`src/rtl/CorePkg.sv`:
```
`default_nettype none

package CorePkg;

    // reorder buffer slots run 1..RobEntries, so tag 0 can mean "value ready"
    localparam int RobEntries = 15;
    localparam int TagBits = 4;

    typedef logic [TagBits-1:0] RobTag;
    typedef logic [4:0] RegNm;

    typedef enum logic [3:0] {
        ADD, SUB, SLL, SLT, SLTU, XOR, SRL, SRA, OR, AND, PASSB
    } AluOp;

    typedef struct packed {
        logic [31:0] instr;
        logic [31:0] pc;
    } FetchPacket;

    typedef struct packed {
        AluOp op;
        RegNm rs1;
        RegNm rs2;
        RegNm rd;
        logic [31:0] imm;
        logic pcA;
        logic immB;
        logic illegal;
    } DecodedOp;

    // nonzero tag means the operand still waits for that ROB entry
    typedef struct packed {
        logic [31:0] value;
        RobTag tag;
    } Operand;

    typedef struct packed {
        AluOp op;
        Operand srcA;
        Operand srcB;
        RobTag tagDst;
    } IssueOp;

    typedef struct packed {
        logic valid;
        AluOp op;
        logic [31:0] a;
        logic [31:0] b;
        RobTag tagDst;
    } AluReq;

    typedef struct packed {
        logic valid;
        RobTag tag;
        logic [31:0] value;
    } ResultBus;

    typedef struct packed {
        RegNm regNm;
        logic [31:0] value;
        logic [31:0] pc;
        logic illegal;
    } CommitPacket;

endpackage

`default_nettype wire

```
`src/rtl/IntAlu.sv`:
```
`timescale 1ns/1ps
`default_nettype none

module IntAlu (
    input wire clk,
    input wire rst,
    input wire CorePkg::AluReq req,
    output CorePkg::ResultBus result
);

    logic [31:0] aluValue;
    logic [4:0] shamt;

    assign shamt = req.b[4:0];

    always_comb begin
        case (req.op)
            CorePkg::ADD: aluValue = req.a + req.b;
            CorePkg::SUB: aluValue = req.a - req.b;
            CorePkg::SLL: aluValue = req.a << shamt;
            CorePkg::SLT: aluValue = {31'b0, $signed(req.a) < $signed(req.b)};
            CorePkg::SLTU: aluValue = {31'b0, req.a < req.b};
            CorePkg::XOR: aluValue = req.a ^ req.b;
            CorePkg::SRL: aluValue = req.a >> shamt;
            CorePkg::SRA: aluValue = $unsigned($signed(req.a) >>> shamt);
            CorePkg::OR: aluValue = req.a | req.b;
            CorePkg::AND: aluValue = req.a & req.b;
            default: aluValue = req.b;
        endcase
    end

    always_ff @(posedge clk) begin
        if (rst) begin
            result.valid <= 1'b0;
        end else begin
            result.valid <= req.valid;
        end
        result.tag <= req.tagDst;
        result.value <= aluValue;
    end

endmodule

`default_nettype wire

```
`config.mk`:
```
export PLATFORM = sky130hd
export DESIGN_NAME = IntAlu
export DESIGN_NICKNAME = d
export VERILOG_FILES = /design/src/rtl/CorePkg.sv /design/src/rtl/IntAlu.sv
export SDC_FILE = /design/constraint.sdc
export NUM_CORES = 1
export LEC_CHECK = 0
export BUFFER_PORTS_ARGS = -buffer_cell sky130_fd_sc_hd__buf_2
export CAP_MARGIN = 30
export CORE_UTILIZATION = 65
export DETAILED_ROUTE_END_ITERATION = 16
export PLACE_DENSITY = 0.88
export SYNTH_ARGS = -nofsm -noshare
export SYNTH_HDL_FRONTEND = slang
export SYNTH_SLANG_ARGS = --single-unit
```
`constraint.sdc`:
```
create_clock -name clk -period 7.2 [get_ports clk]
set_clock_uncertainty 0.05 [all_clocks]
set_input_delay 1.44 -clock clk [delete_from_list [all_inputs] [get_ports clk]]
set_output_delay 1.44 -clock clk [all_outputs]
set_load 0.02 [all_outputs]
```
Word level (Yosys, flattened, before mapping)
Index checks and enable logic that the tools add are counted.

word-level totals
  register bits = 37
  output and inout port bits = 37

cells by class
  add/sub/neg operators = 2
  $lt $le $gt $ge = 2
  equality and inequality tests = 9
  shift-type cells = 3
  multiplexer cells = 1
  bitwise gates (word level) = 3
  reduce and logical (&&, ||, !) cells = 1

operator list
  kind                                                              count
  32-bit one-hot mux with 10 select lines                           1
  32-bit less-than comparator                                       2
  32-bit adder                                                      1
  32-bit AND                                                        1
  32-bit OR                                                         1
  32-bit by 5-bit left shift with 32-bit output                     1
  32-bit by 5-bit right shift with 32-bit output                    1
  32-bit by 5-bit >>> shifter with 32-bit output                    1
  32-bit subtractor                                                 1
  32-bit bitwise XOR                                                1
  4-bit by 3-bit == test with 1-bit output (second input constant)  4
  4-bit by 2-bit == test with 1-bit output (second input constant)  2
  4-bit == test (second input constant)                             2
  4-bit by 1-bit == test with 1-bit output (second input constant)  1
  4-bit zero test                                                   1

Logic depth before layout (Yosys ltp)
  depth after elaboration = 2
  gate-level depth with buffers = 16
  mapped depth without buffers = 14

Worst setup path before layout
OpenSTA, ideal clock, no wires.

  path kind = input port to flip-flop
  start point = input req[7] (netlist bit)
  end point = register result[23] (netlist bit)
  setup time = 0.122 ns
  arrival = 4.887 ns
  slack = 2.141 ns
  stages on the path = 16
  cells stage by stage = clkbuf_1 > inv_1 > clkbuf_1 > clkbuf_1 > ha_1 > buf_6 > a21oi_4 > o21bai_2 > a2111oi_4 > o41ai_2 > a2111oi_2 > o221a_4 > o21ai_4 > a221oi_2 > a21oi_1 > o32a_1

on the way
  longest elaborated chain between the ends = 2
  elaborated cells between the ends (all ways) = 6
  those cells by class = add/sub (2); shift (3); mux (1)

RTL lines
  item                                       line          text
  from (decl)                                IntAlu.sv:7   input wire CorePkg::AluReq req,
  32-bit subtractor (tied with other cells)  IntAlu.sv:19  CorePkg::SUB: aluValue = req.a - req.b;
  32-bit one-hot mux with 10 select lines *  IntAlu.sv:17  case (req.op)
  via aluValue[23]                           IntAlu.sv:11  logic [31:0] aluValue;
  to (decl)                                  IntAlu.sv:8   output CorePkg::ResultBus result

The timed path passes the listed nets; every way through them passes the cells marked *.
A chain may end at the register's enable or synchronous reset.

Worst setup path after layout
  start point = input req[5] (netlist bit)
  end point = register result[28] (netlist bit)

Same word-level chain as after synthesis.

==> flow_metrics.py <==
metrics = {
    "yosys": {
        "synth_xor_xnor_area_share": 0.0218,
        "synth.net_count": 1478,
        "muxShareOfSynthArea": 0.145,
        "synth_top_family_by_area": "compound AO/OA/AOI/OAI gates",
        "yosys_warnings": 0,
        "syn_area_um2": 9250,
        "ys_types": 92,
        "yosys.area.top_type_share": 0.131,
        "synth-compound-area-share": 0.334,
        "async_reset_ff_frac": 0,
        "postSynthCellCount": 1304,
        "synth_flop_cell": "dfxtp_1",
        "avgSynthCellArea_um2": 7.09,
        "synth.area.top_cells": "ha_1 13%, dfxtp_1 8.0%, mux2i_1 7.8%",
        "synth_most_common_cell": "nor2_1",
        "synth_area_leader_cell": "ha_1",
        "synthTopCellsByCount": "170 x nor2_1, 134 x a21oi_1, 97 x ha_1, 96 x nand2_1, 90 x o21ai_0",
        "synth-edff-count": 0,
        "synth_simple_gate_area_share": 0.191,
        "synth_adder_area_share": 0.136,
        "ys_ff_latch": 37,
        "yosysSeqAreaShare": 0.0801,
    },
    "floorplan": {
        "die_area_um2": 14700,
        "core_area_um2": 13900,
        "core.rowCount": 43,
        "initial_core_util": 0.666,
        "die_height_um": 121,
        "die_w_um": 121,
        "pin_count": 112,
    },
    "global_route": {
        "met1_usage": 0.688,
        "antenna_found_initial": 3,
        "track_usage": 0.521,
        "top_usage_layer": "met2",
        "grt_pass1_wl_um": 57200,
        "gr-usage-met3": 0.214,
        "use_met2": 0.731,
        "grt_pass1_vias": 9863,
        "grt-ovfl-total": 0,
        "grt_max_degree": 83,
    },
    "critical_path": {
        "worstPathArrival_ns": 5.30,
        "crit_path_end_kind": "register",
        "path_cells": "buf_2 -> buf_4 -> inv_1 -> buf_4 -> fa_1 -> nand2b_1 -> a221o_2 -> a21oi_1 -> a31oi_1 -> o31ai_2 -> a31oi_1 -> a221oi_1 -> nor4_1 -> or2_1",
        "crit_buf_inv": 4,
        "required_ns": 7.34,
        "crit_start": "req[5]",
        "worst-path-max-fanout": 57,
        "critPathTopFamily": "compound AO/OA/AOI/OAI gates",
        "cpMaxStageDelayCell": "buf_4",
        "start_kind": "input port",
        "crit_type": "in -> reg",
        "slowest_delay_ns": 0.49,
    },
    "finish": {
        "area_delta_synth_final_pct": 5.99,
        "reg.largest.list": "result (37)",
        "regMostFlops": "result",
        "drive_gt1_frac": 0.152,
        "stdcell_count": 1519,
        "nets": 1512,
        "largest_reg_flops": 37,
        "final_util": 0.706,
    },
    "timing": {
        "fin_ws_ns": 2.04,
        "fin_crit_sh": 0.717,
        "report.final.slew_viol_count": 0,
        "rsz0062_at_grt": "no",
        "finalHoldViolCount": 0,
        "min_period_ns": 5.16,
        "max_freq_mhz": 194,
        "tns_ns": 0,
        "maxSlewHeadroom": 0.334,
        "finalSetupViolCount": 0,
        "max_slew.worst_pin.slew_ns": 1.00,
    },
    "clock_tree": {
        "cts_setup_buffers": 0,
        "cts_tree": "done",
        "cts.path.max_buffers": 2,
        "root_buffer": "clkbuf_16",
        "cts_sinks": 37,
        "ctsResizeCount": 0,
        "cts.htree.levels": 2,
        "holdBufCountCts": 0,
        "path_clk_slew_ns": 0.06,
        "cts_buffers": 5,
    },
    "route": {
        "wl_per_cell_um": 25.6,
        "ant_nets": 0,
        "drt_wl_total_um": 38900,
        "vias_per_cell": 7.44,
        "drtIter0Drc": 2057,
        "drtPass1Iterations": 7,
        "route.detailed.drc": 0,
        "dr_total_vias": 11301,
    },
    "placement": {
        "place_inst": 1510,
        "place_congestion": 1.08,
        "dp_hpwl_um": 29300,
        "numPortBuffers": 111,
        "pre_cts_slack_ns": 1.82,
    },
    "min_path": {
        "hp-start": "req[2]",
        "hold_end": "result[34]$_DFF_P_",
        "hp-class": "in -> reg",
        "min_delay_path_depth": 1,
    },
    "status": {
        "status": "finished, final reports clean",
    },
    "pwr": {
        "ir_worst_vdd_uv": 119,
        "powerDensity_nw_per_um2": 131,
        "total_leakage_power_uw": 0.00429,
    },
    "run": {
        "drv_cap": 0,
    },
}
## cell usage in the layout (no fill, tap or decap), types with 5 or more instances in the layout
cell,synthesis,final
a31oi_1,18,18
nand3_1,17,17
o21ai_0,90,89
inv_1,88,88
xnor2_1,19,19
nor2b_1,10,10
nor2_1,170,168
o31ai_1,11,11
nor3_1,37,36
nor4_1,8,8
o2111ai_1,9,9
o211ai_1,25,25
o221ai_1,7,7
mux2i_1,72,72
mux4_2,19,19
nand4_1,10,10
a21o_1,14,14
o21bai_1,9,9
a211oi_1,17,17
a21oi_1,134,134
a221oi_1,20,20
buf_4,1,15
nand2_1,96,96
ha_1,97,97
mux2_2,17,17
dfxtp_1,37,37
a311oi_1,5,5
o22ai_1,14,14
or3_1,7,7
a22oi_1,12,12
clkbuf_16,0,5
buf_2,10,110
nand2b_1,18,18
a211o_1,9,9
o32a_1,5,5
## per-layer routing
metal | routed length [um] | share of wire | vias to the layer above
li1 | - | - | 4859
met1 | 14600 | 0.38 | 5150
met2 | 15300 | 0.39 | 1039
met3 | 6680 | 0.17 | 251
met4 | 2360 | 0.061 | 2
met5 | 13 | 0.00033 | -
## report_power, final
group	internal, uW	switching [uW]	total [uW]	leakage, uW
clock network	137	106	242	0.0000700
logic	272	529	801	0.00391
registers	231	9.91	241	0.000312
## per-stage QoR
stage	area (um2)	total power, uW	hold slack, ns
2_1_floorplan	9250	774	1.42
6_report	9800	1280	1.19
3_5_place_dp	9650	998	1.49
5_1_grt	9800	1330	1.19
3_3_place_gp	9650	991	1.49
4_1_cts	9790	1240	1.19
## worst max path at each step
stage / slack [ns] / endpoint / cells after the start
6_report: 2.04 / result[28]$_DFF_P_ / 14
5_1_grt: 1.90 / result[23]$_DFF_P_ / 15
4_1_cts: 2.16 / result[23]$_DFF_P_ / 15
3_5_place_dp: 1.82 / result[23]$_DFF_P_ / 15
3_3_place_gp: 1.95 / result[23]$_DFF_P_ / 15
2_1_floorplan: 2.14 / result[23]$_DFF_P_ / 16
## cell type report
class	instances	area, um2
Inverter	92	345
Multi-Input combinational cell	1077	7680
Fill cell	1182	4080
Clock buffer	7	143
Sequential cell	37	741
Antenna cell	1	2.50
Tap cell	180	225
Timing Repair Buffer	125	663
## logic make-up (layout without fill, tap and decap cells)
group / count (synthesis) / after routing
AO/OA/AOI/OAI: 453 / 453
AND/OR/NAND/NOR: 394 / 394
buffers and inverters: 190 / 224
multiplexers: 108 / 108
adder cells (fa/ha/maj): 99 / 99
flip-flops: 37 / 37
XOR/XNOR: 23 / 23
other: 0 / 1
No activity file was read; power rests on OpenSTA's default activity.
